==> src/aes_pkg.sv <==
// AES-128 shared definitions
// Block and word types, register map indices, core states, S-box lookups
// and key schedule round constants
`default_nettype none

package aes_pkg;

	typedef logic [127:0] aes_block_t;	// Word 0 in the top 32 bits
	typedef logic [31:0] aes_word_t;
	typedef logic [3:0] avl_addr_t;
	typedef aes_block_t [0:10] round_key_array_t;

	typedef enum logic [2:0] {
		s_idle,
		s_expand,
		s_first_key,
		s_rounds,
		s_write_back
	} core_state_t;

	// Register map
	localparam avl_addr_t reg_key0 = 4'd0;
	localparam avl_addr_t reg_msg_en0 = 4'd4;
	localparam avl_addr_t reg_msg_de0 = 4'd8;
	localparam avl_addr_t reg_unused0 = 4'd12;	// 12 and 13 read zero
	localparam avl_addr_t reg_start = 4'd14;
	localparam avl_addr_t reg_done = 4'd15;

	localparam logic [0:255][7:0] sbox_table = {
		128'h637c777bf26b6fc53001672bfed7ab76,
		128'hca82c97dfa5947f0add4a2af9ca472c0,
		128'hb7fd9326363ff7cc34a5e5f171d83115,
		128'h04c723c31896059a071280e2eb27b275,
		128'h09832c1a1b6e5aa0523bd6b329e32f84,
		128'h53d100ed20fcb15b6acbbe394a4c58cf,
		128'hd0efaafb434d338545f9027f503c9fa8,
		128'h51a3408f929d38f5bcb6da2110fff3d2,
		128'hcd0c13ec5f974417c4a77e3d645d1973,
		128'h60814fdc222a908846eeb814de5e0bdb,
		128'he0323a0a4906245cc2d3ac629195e479,
		128'he7c8376d8dd54ea96c56f4ea657aae08,
		128'hba78252e1ca6b4c6e8dd741f4bbd8b8a,
		128'h703eb5664803f60e613557b986c11d9e,
		128'he1f8981169d98e949b1e87e9ce5528df,
		128'h8ca1890dbfe6426841992d0fb054bb16
	};

	localparam logic [0:255][7:0] inv_sbox_table = {
		128'h52096ad53036a538bf40a39e81f3d7fb,
		128'h7ce339829b2fff87348e4344c4dee9cb,
		128'h547b9432a6c2233dee4c950b42fac34e,
		128'h082ea16628d924b2765ba2496d8bd125,
		128'h72f8f66486689816d4a45ccc5d65b692,
		128'h6c704850fdedb9da5e154657a78d9d84,
		128'h90d8ab008cbcd30af7e45805b8b34506,
		128'hd02c1e8fca3f0f02c1afbd0301138a6b,
		128'h3a9111414f67dcea97f2cfcef0b4e673,
		128'h96ac7422e7ad3585e2f937e81c75df6e,
		128'h47f11a711d29c5896fb7620eaa18be1b,
		128'hfc563e4bc6d279209adbc0fe78cd5af4,
		128'h1fdda8338807c731b11210592780ec5f,
		128'h60517fa919b54a0d2de57a9f93c99cef,
		128'ha0e03b4dae2af5b0c8ebbb3c83539961,
		128'h172b047eba77d626e169146355210c7d
	};

	function automatic logic [7:0] sbox(input logic [7:0] b);
		return sbox_table[b];
	endfunction

	function automatic logic [7:0] inv_sbox(input logic [7:0] b);
		return inv_sbox_table[b];
	endfunction

	// Round constant for key schedule step 1..10
	function automatic logic [7:0] rcon(input logic [3:0] round);
		logic [7:0] rc;
		case (round)
			4'd1: rc = 8'h01;
			4'd2: rc = 8'h02;
			4'd3: rc = 8'h04;
			4'd4: rc = 8'h08;
			4'd5: rc = 8'h10;
			4'd6: rc = 8'h20;
			4'd7: rc = 8'h40;
			4'd8: rc = 8'h80;
			4'd9: rc = 8'h1b;
			4'd10: rc = 8'h36;
			default: rc = 8'h00;
		endcase
		return rc;
	endfunction

endpackage

`default_nettype wire

==> src/aes_ctrl_if.sv <==
// Control link between the Avalon register block and the decryption core
// Key and ciphertext go down with a start pulse, plaintext comes back with done
`timescale 1ns/1ps
`default_nettype none

interface aes_ctrl_if
	import aes_pkg::*;
();

	aes_block_t key;
	aes_block_t ciphertext;
	logic start_pulse;	// One cycle
	aes_block_t plaintext;	// Valid with done_pulse
	logic done_pulse;

	modport regs (output key, ciphertext, start_pulse, input plaintext, done_pulse);
	modport core (input key, ciphertext, start_pulse, output plaintext, done_pulse);

endinterface

`default_nettype wire

==> src/avalon_aes_regs.sv <==
// Avalon-MM slave for the AES decryption peripheral
// Sixteen-word register map with byte-lane writes, read latency of one,
// start/done bookkeeping and the LED conduit
`timescale 1ns/1ps
`default_nettype none

module avalon_aes_regs
	import aes_pkg::*;
(
	input  logic clk,
	input  logic rst_n,
	input  logic avl_read,
	input  logic avl_write,
	input  logic avl_cs,
	input  logic [3:0] avl_byte_en,
	input  avl_addr_t avl_addr,
	input  aes_word_t avl_writedata,
	output aes_word_t avl_readdata,
	output aes_word_t export_data,
	aes_ctrl_if.regs ctrl
);

	aes_word_t regs_q [0:11];	// Key, encrypted and decrypted message
	logic start_q;
	logic done_q;
	logic wr_en;
	logic rd_en;
	logic start_wr;
	logic start_set;
	aes_word_t rd_word;

	assign wr_en = avl_cs && avl_write;
	assign rd_en = avl_cs && avl_read;
	assign start_wr = wr_en && (avl_addr == reg_start) && avl_byte_en[0];
	assign start_set = start_wr && avl_writedata[0];

	always_ff @(posedge clk or negedge rst_n) begin
		if (!rst_n) begin
			for (int i = 0; i < 12; i++)
				regs_q[i] <= '0;
			start_q <= 1'b0;
			done_q <= 1'b0;
			ctrl.start_pulse <= 1'b0;
		end else begin
			if (wr_en && (avl_addr < reg_unused0)) begin
				for (int b = 0; b < 4; b++)
					if (avl_byte_en[b])
						regs_q[avl_addr][8*b +: 8] <= avl_writedata[8*b +: 8];
			end
			if (ctrl.done_pulse) begin	// Result overrides a host write
				for (int i = 0; i < 4; i++)
					regs_q[reg_msg_de0 + i] <= ctrl.plaintext[127 - 32*i -: 32];
			end

			ctrl.start_pulse <= start_set && !start_q;	// Rising edge of start bit only

			if (ctrl.done_pulse)
				start_q <= 1'b0;
			else if (start_wr)
				start_q <= avl_writedata[0];

			if (ctrl.done_pulse)
				done_q <= 1'b1;
			else if (start_set)
				done_q <= 1'b0;	// New start clears done
			else if (wr_en && (avl_addr == reg_done) && avl_byte_en[0])
				done_q <= avl_writedata[0];
		end
	end

	always_comb begin
		if (avl_addr < reg_unused0)
			rd_word = regs_q[avl_addr];
		else if (avl_addr == reg_start)
			rd_word = {31'b0, start_q};
		else if (avl_addr == reg_done)
			rd_word = {31'b0, done_q};
		else
			rd_word = '0;	// Unused words
	end

	// Holds last value between reads
	always_ff @(posedge clk or negedge rst_n) begin
		if (!rst_n)
			avl_readdata <= '0;
		else if (rd_en)
			avl_readdata <= rd_word;
	end

	assign ctrl.key = {regs_q[reg_key0], regs_q[reg_key0 + 1],
		regs_q[reg_key0 + 2], regs_q[reg_key0 + 3]};
	assign ctrl.ciphertext = {regs_q[reg_msg_en0], regs_q[reg_msg_en0 + 1],
		regs_q[reg_msg_en0 + 2], regs_q[reg_msg_en0 + 3]};

	// LEDs show the outer halves of the ciphertext
	assign export_data = {regs_q[reg_msg_en0][31:16], regs_q[reg_msg_en0 + 3][15:0]};

endmodule

`default_nettype wire

==> src/flat_wrapper.sv <==
// flat-port wrapper written by rule: the top's interface ports become plain ports
module avalon_aes_regs_flat import aes_pkg::*;
  (clk, rst_n, avl_read, avl_write, avl_cs, avl_byte_en, avl_addr, avl_writedata, avl_readdata, export_data, ctrl_key, ctrl_ciphertext, ctrl_start_pulse, ctrl_plaintext, ctrl_done_pulse);
  aes_ctrl_if ctrl_i ();
  input  logic clk;
  input  logic rst_n;
  input  logic avl_read;
  input  logic avl_write;
  input  logic avl_cs;
  input  logic [3:0] avl_byte_en;
  input  avl_addr_t avl_addr;
  input  aes_word_t avl_writedata;
  output aes_word_t avl_readdata;
  output aes_word_t export_data;
  output wire logic [$bits(ctrl_i.key)-1:0] ctrl_key;
  output wire logic [$bits(ctrl_i.ciphertext)-1:0] ctrl_ciphertext;
  output wire logic [$bits(ctrl_i.start_pulse)-1:0] ctrl_start_pulse;
  input wire logic [$bits(ctrl_i.plaintext)-1:0] ctrl_plaintext;
  input wire logic [$bits(ctrl_i.done_pulse)-1:0] ctrl_done_pulse;
  assign ctrl_key = ctrl_i.key;
  assign ctrl_ciphertext = ctrl_i.ciphertext;
  assign ctrl_start_pulse = ctrl_i.start_pulse;
  assign ctrl_i.plaintext = ctrl_plaintext;
  assign ctrl_i.done_pulse = ctrl_done_pulse;
  avalon_aes_regs u_core (.clk(clk), .rst_n(rst_n), .avl_read(avl_read), .avl_write(avl_write), .avl_cs(avl_cs), .avl_byte_en(avl_byte_en), .avl_addr(avl_addr), .avl_writedata(avl_writedata), .avl_readdata(avl_readdata), .export_data(export_data), .ctrl(ctrl_i));
endmodule
==> config.mk <==
export PLATFORM = sky130hd
export DESIGN_NAME = avalon_aes_regs_flat
export DESIGN_NICKNAME = d
export VERILOG_FILES = /design/src/aes_pkg.sv /design/src/aes_ctrl_if.sv /design/src/avalon_aes_regs.sv /design/src/flat_wrapper.sv
export SDC_FILE = /design/constraint.sdc
export NUM_CORES = 1
export LEC_CHECK = 0
export BUFFER_PORTS_ARGS = -buffer_cell sky130_fd_sc_hd__buf_2
export CAP_MARGIN = 15
export CORE_ASPECT_RATIO = 0.9
export CORE_MARGIN = 8
export CORE_UTILIZATION = 51
export CTS_BUF_LIST = sky130_fd_sc_hd__clkbuf_8
export DETAILED_ROUTE_END_ITERATION = 12
export MAX_ROUTING_LAYER = met4
export PLACE_DENSITY = 0.75
export SYNTH_ARGS = -nofsm -noshare
export SYNTH_HDL_FRONTEND = slang
export SYNTH_SLANG_ARGS = --single-unit
export TNS_END_PERCENT = 50
==> constraint.sdc <==
create_clock -name clk -period 1.3 [get_ports clk]
set_input_delay 0.065 -clock clk [delete_from_list [all_inputs] [get_ports clk]]
set_output_delay 0.065 -clock clk [all_outputs]
set_load 0.02 [all_outputs]
==> reports/summary.txt, run 1 <==
Status = finished with violations
Layout cells sized above 1 = 54.7%
Cell area after layout = 31,300 um^2
WP buf/inv = 4
Cell Rows = 72
Total gr overflow = 0
CTS tree = yes
Top delay family on crit path = buffers and inverters
Post-synth top area cell = dfrtp_1
Router iterations before antenna repair = 9
Count of different cell masters after synthesis = 45
Clock sinks = 419
Post-route setup slack = -0.285 ns
Post-Synthesis Cells = 1,745
Combinational share of power = 26.7%
Internal power = 26.8 mW
Detail Route Antenna Nets = 0
Arr. time, crit path = 2.07 ns
Relative slew margins = 47.7%
Min Hold Slack = -0.00872 ns
Worst-skew pair later-pin latency = 0.64 ns
Count of final hold-check violations = 1
Vias after detailed routing = 19.1k
Clock Skews = 0.0193 ns
Leak = 14.8 nW
Slowest-stage cell, CP = dlygate4sd3_1
Register share of total power = 40.7%
Dpl hpwl = 52,100 um
Post-synth EDFFs = 0
Max-Cap Viols = 0
GRT Total Usage = 34.5%
Top-area cell type share of the netlist area = 47.6%
Final Cycle Share = 122%
Switching Share = 31.8%
Synth area leaders = dfrtp_1 48%, mux2_2 12%, buf_4 9.9%
Wire per inst = 30.2 um
Buffers on Ports = 494
Predominant post-synthesis flop cell = dfrtp_1
Asr flop ratio synth = 100%
First-pass GRT wire length = 128,000 um
Layout area overhead = 42.1%
Fin nets = 2,608
Net Switching = 12.5 mW
Worst-Margin Slew = 0.784 ns
Final Wtd Congestion = 0.902
Worst vdd ir = 0.996 mV
H-Tree Depth = 3
CTS clk-pin slew, worst paths = 0.07 ns
Setup TNS = -4.93 ns
Clk network pwr share = 32.6%
Most common cell in the netlist = dfrtp_1
Power Density = 1260 nW/um^2
Failing checks = negative hold slack, negative setup slack
Root buffer cell = clkbuf_8
Crit Path Max Fanout = 23
Final min period = 1.58 ns
Synth Cell Area = 22,000 um^2
Largest net degree at the start of global routing = 62
CP dominant cell by count = buf_4
Worst Setup Path Type = input pin to flop
Fmax = 631 MHz
First DRT Iteration DRCs = 2,621
Avg Inst Size Synth = 12.6 um^2
Routed wire length = 92,000 um
Cell breakdown of the critical path = buf_4, buf_8, and4b_1, buf_4, a32oi_1, dlygate4sd3_1, o21ai_0
Syn_nets = 1,919
Placed Area = 25,200 um^2
Die height = 213 um
Critical path launch point type = input pin
Vias per inst = 6.26
Top cells by count, synth = 419 x dfrtp_1, 291 x buf_4, 239 x mux2_2
Initial Utilization = 51.5%
Sequential area share after synthesis = 47.6%
DRC Markers = 0
Inserted Clock Buffers = 70
Area of the die = 50,100 um^2
Critical Path Max Stage Delay = 0.59 ns
Final setup fails = 102
Critical path capture point type = flop
Maximum root-to-sink buffer count = 3
Initial antenna violation count = 1
CP required = 1.79 ns
Core area = 42,800 um^2
RSZ-0062 raised after global routing = true
Worst Hold Class = input pin to flop
Number of global-route vias before repair = 20.2k
Fin. max-slew vios = 0
Die width = 235 um
Synth warn = 0
#FFs+latches synth = 419
# IOs = 495
-- cells by family (layout without fill, tap and decap cells) --
logic type	Yosys count	in the layout	synth area share, %
buf+inv	378	1119	11.6
flops	419	419	47.6
simple gates	267	267	6.83
mux	450	450	27.4
compound gates	231	231	6.60
other cells	0	3	0
-- area by class of cell --
class	count	area (um^2)
Multi-Input combinational cell	948	9350
Antenna cell	3	7.51
Tap cell	555	694
Clock inverter	35	264
Timing Repair Buffer	992	9210
Sequential cell	419	10500
Fill cell	2378	11500
Inverter	3	13.8
Clock buffer	89	1220
-- worst min-delay path, stage by stage --
cell and delay, ns:
buf_6 0.16, a32oi_1 0.20, o21ai_0 0.12
-- sequential cells by signal, indices dropped and copies added (netlist names) --
register,flops
u_core.avl_readdata,32
u_core.ctrl.key,128
u_core.done_q,1
u_core.ctrl.start_pulse,1
u_core.ctrl.ciphertext,128
u_core.regs_q,128
u_core.start_q,1
-- power groups by stage --
| stage | clock (mW) | sequential [mW] | combinational (mW) |
|---|---|---|---|
| floorplan | 0 | 15.5 | 5.70 |
| global placement | 0 | 15.6 | 7.53 |
| detailed placement | 0 | 15.7 | 7.71 |
| CTS | 12.7 | 15.7 | 9.41 |
| global route | 13.4 | 16.1 | 10.9 |
| finish | 12.8 | 16.0 | 10.5 |
-- placed cells by master, fill, tap and decap left out, drive strengths merged --
| master | instances |
|---|---|
| clkinvlp | 5 |
| nor3 | 9 |
| nor2 | 6 |
| nand2b | 3 |
| nor4 | 13 |
| a211o | 1 |
| and2 | 26 |
| nor4bb | 2 |
| mux4 | 96 |
| or4b | 1 |
| and4b | 1 |
| dfrtp | 419 |
| o311a | 1 |
| a211oi | 1 |
| nor4b | 1 |
| buf | 782 |
| diode | 3 |
| and3 | 1 |
| a32oi | 32 |
| clkinv | 9 |
| nor3b | 1 |
| o2111ai | 1 |
| nand3 | 1 |
| mux2i | 98 |
| a31oi | 4 |
| bufinv | 4 |
| mux2 | 256 |
| a22oi | 62 |
| clkbuf | 90 |
| nand2 | 196 |
| nor2b | 2 |
| dlygate4sd3 | 209 |
| o31ai | 1 |
| nand4b | 2 |
| o21ai | 128 |
| inv | 20 |
| nand4bb | 2 |
-- per-stage QoR --
stage	hold WS [ns]	power (mW)	utilization [%]	std cells	setup slack (ns)
floorplan	-0.231	21.2	-	1745	-0.234
global placement	-0.00636	23.2	58.8	2649	-0.378
detailed placement	-0.00213	23.4	58.8	2649	-0.409
CTS	0.0130	37.8	70.9	3005	-0.114
global route	0.00555	40.3	73.1	3042	-0.302
finish	-0.00872	39.3	73.1	3044	-0.285
-- routing by layer --
metal,routed length (um),up-vias,GRT usage [%]
li1,-,7446,-
met1,31300,9473,40.0
met2,44300,1613,54.8
met3,10200,524,9.31
met4,6160,0,18.8
met5,0,-,-
-- timing repair --
item | in CTS | in global routing
hold endpoints to repair | 807 | 5
setup buffers | 38 | 28
hold buffers | 201 | 10
pin swaps | 18 | 18
resized for setup | 445 | 205
setup endpoints to repair | 322 | 355
-- worst paths after layout --
check	end	start	depth (start not counted)	slack (ns)
setup / recovery	u_core.regs_q[1]$_DFFE_PN0P_	avl_addr[1]	7	-0.28
hold / removal	u_core.regs_q[64]$_DFFE_PN0P_	ctrl_done_pulse	3	-0.009
setup reg to reg	u_core.avl_readdata[4]$_DFFE_PN0P_	u_core.ctrl.ciphertext[100]$_DFFE_PN0P_	3	-0.18
hold reg to reg	u_core.regs_q[98]$_DFFE_PN0P_	u_core.regs_q[98]$_DFFE_PN0P_	2	0.49
max in group asynchronous	u_core.ctrl.ciphertext[119]$_DFFE_PN0P_	rst_n	4	0.06
min in group asynchronous	u_core.ctrl.ciphertext[101]$_DFFE_PN0P_	rst_n	3	0.48
No activity file was read; power rests on OpenSTA's default activity.
==> run 2, diff against run 1 <==
--- a/config.mk
+++ b/config.mk
@@ -14,6 +14,7 @@
 export DETAILED_ROUTE_END_ITERATION = 12
 export MAX_ROUTING_LAYER = met4
 export PLACE_DENSITY = 0.75
+export SETUP_SLACK_MARGIN = 0.15
 export SYNTH_ARGS = -nofsm -noshare
 export SYNTH_HDL_FRONTEND = slang
 export SYNTH_SLANG_ARGS = --single-unit
==> run 2 against run 1 <==
The flow finishes with violations (negative setup slack). Sequential share of layout area shrank 1.1 points. Register-to-register slack is essentially flat. Critical path depth shrank 4. Clock power shrank 5%. Setup slack gained 0.11 ns. Critical path type is now flop to flop. Largest cell class unchanged. Largest power group unchanged.
==> reports/summary.txt, run 2 (synthesized netlist as in run 1, its figures left out) <==
Maximum root-to-sink buffer count = 3 (unchanged)
Total power = 39.7 mW (+0.99%)
Clock Skews = 0.0495 ns (+0.0302 ns)
RSZ-0062 raised after global routing = true
First-pass GRT wire length = 132,000 um (+3.1%)
Critical path launch point type = flop
Final Cycle Share = 114% (-8.1 points)
Clk network pwr share = 30.9% (-1.7 points)
Cell Rows = 72 (unchanged)
Crit path launch = u_core.ctrl.key[29]$_DFFE_PN0P_
Layout cells sized above 1 = 55.7% (+0.97 points)
Vias after detailed routing = 19.5k (+2.2%)
Net Switching = 12.7 mW (+1.5%)
Relative slew margins = 37.3% (-10 points)
Min Hold Slack = 0.0274 ns (+0.0361 ns)
H-Tree Depth = 3 (unchanged)
Router iterations before antenna repair = 6 (-3)
Internal power = 27.0 mW (+0.76%)
Worst Hold Class = input pin to asynchronous set/reset pin
Leak = 15.3 nW (+3.8%)
DRC Markers = 0 (unchanged)
Core area = 42,800 um^2 (unchanged)
GRT Total Usage = 35.6% (+1.1 points)
Switching Share = 31.9% (+0.15 points)
Commonest non-fill, non-tap cell in the layout = buf_6
Failing checks = negative setup slack
Power Density = 1230 nW/um^2 (-2.1%)
Routed wire length = 93,800 um (+2.0%)
Vias per inst = 6.24 (-0.29%)
Final Wtd Congestion = 0.929 (+3.0%)
Dpl hpwl = 54,000 um (+3.7%)
Detail Route Antenna Nets = 0 (unchanged)
Initial antenna violation count = 8 (+7)
Worst Setup Path Type = flop to flop
Area of the die = 50,100 um^2 (unchanged)
CTS clk-pin slew, worst paths = 0.08 ns (about the same)
Die width = 235 um (unchanged)
Root buffer cell = clkbuf_8
Clock sinks = 419 (unchanged)
Largest net degree at the start of global routing = 71 (+15%)
Initial Utilization = 51.5% (unchanged)
Worst reg2reg path startpoint = u_core.ctrl.key[29]$_DFFE_PN0P_
Layout area overhead = 46.6%
Inserted Clock Buffers = 71 (+1.4%)
Status = finished with violations
Register share of total power = 40.0% (-0.7 points)
Final min period = 1.48 ns (-0.105 ns)
Arr. time, crit path = 2.02 ns (-0.05 ns)
Fmax = 676 MHz (+7.1%)
Fin. max-slew vios = 0 (unchanged)
Total gr overflow = 0 (unchanged)
Post-route setup slack = -0.180 ns (+0.105 ns)
Commonest non-fill, non-tap cells in the layout = 415 x buf_6, 410 x dfrtp_1, 234 x mux2_2
CP required = 1.85 ns (+0.06 ns)
Wire per inst = 30.1 um (-0.49%)
Number of global-route vias before repair = 20.8k (+2.9%)
# IOs = 495 (unchanged)
Combinational share of power = 29.1% (+2.4 points)
Die height = 213 um (unchanged)
Crit Path Max Fanout = 3 (-87%)
Buffers on Ports = 494 (unchanged)
CTS tree = yes
Worst-skew pair later-pin latency = 0.69 ns (+0.05 ns)
Final setup fails = 233 (+130%)
Max-Cap Viols = 0 (unchanged)
Critical path capture point type = flop
Count of final hold-check violations = 0 (-1)
Fin nets = 2,681 (+2.8%)
Worst vdd ir = 0.864 mV (-13%)
First DRT Iteration DRCs = 2,233 (-15%)
Worst-Margin Slew = 0.941 ns (+0.157 ns)
## run 2: cell types whose count changed in the layout (fill, tap and decap cells not counted), sizes merged
cell / previous run / this run
inv: 20 / 24
diode: 3 / 9
bufinv: 4 / 0
dlygate4sd3: 209 / 201
clkinvlp: 5 / 1
clkbuf: 90 / 95
dlymetal6s4s: 0 / 4
clkinv: 9 / 5
buf: 782 / 859
## run 2: power groups by stage
stage | clock, mW | sequential [mW] | combinational, mW
2_1_floorplan | 0 | 15.5 | 5.73
5_1_grt | 12.8 | 15.9 | 12.0
4_1_cts | 12.0 | 15.6 | 10.4
3_5_place_dp | 0 | 15.6 | 8.16
3_3_place_gp | 0 | 15.6 | 7.99
6_report | 12.2 | 15.9 | 11.5
## run 2: area by class of cell
| cell class | instances | area [um^2] |
|---|---|---|
| Sequential cell | 419 | 10500 |
| Multi-Input combinational cell | 948 | 9390 |
| Clock inverter | 27 | 114 |
| Timing Repair Buffer | 1064 | 10200 |
| Tap cell | 555 | 694 |
| Fill cell | 2328 | 10500 |
| Inverter | 3 | 13.8 |
| Clock buffer | 95 | 1310 |
| Antenna cell | 9 | 22.5 |
## run 2: stage by stage
step / instance area [um^2] / util, % / std cells / TNS (ns) / setup WS (ns)
after floorplan: 22500 / - / 1745 / -52.55 / -0.234
after global placement: 25600 / 59.8 / 2691 / -89.99 / -0.362
after detailed placement: 25600 / 59.8 / 2691 / -98.53 / -0.369
after CTS: 31300 / 73.2 / 3063 / -15.50 / -0.115
after global routing: 32300 / 75.4 / 3119 / -22.62 / -0.192
final: 32300 / 75.4 / 3120 / -13.32 / -0.180
## run 2: timing repair
action | CTS | global route
setup buffers | 45 | 48
resized for setup | 579 | 188
hold buffers | 205 | 0
pin swaps | 36 | 4
hold endpoints to repair | 806 | 0
endpoints found under the setup margin | 353 | 542
## run 2: final timing paths
check | cells after the start | slack [ns] | to
setup / recovery | 3 | -0.18 | u_core.avl_readdata[29]$_DFFE_PN0P_
hold reg to reg | 1 | 0.44 | u_core.ctrl.start_pulse$_DFF_PN0_
min in group clk | 4 | 0.05 | u_core.avl_readdata[0]$_DFFE_PN0P_
max in group asynchronous | 3 | 0.23 | u_core.regs_q[104]$_DFFE_PN0P_
hold / removal | 3 | 0.03 | u_core.ctrl.ciphertext[88]$_DFFE_PN0P_
setup reg to reg | 3 | -0.18 | u_core.avl_readdata[29]$_DFFE_PN0P_
## run 2: worst max-delay path, cell delays in order, from the launching register on
cell and delay, ns:
dfrtp_1 0.44, mux4_2 0.49, a22oi_1 0.26, nand2_1 0.14
## run 2: metal layers
layer | global-route usage, % | wire length [um]
met1 | 39.9 | 32500
met2 | 56.7 | 44800
met3 | 8.82 | 9030
met4 | 24.3 | 7510
met5 | - | 0
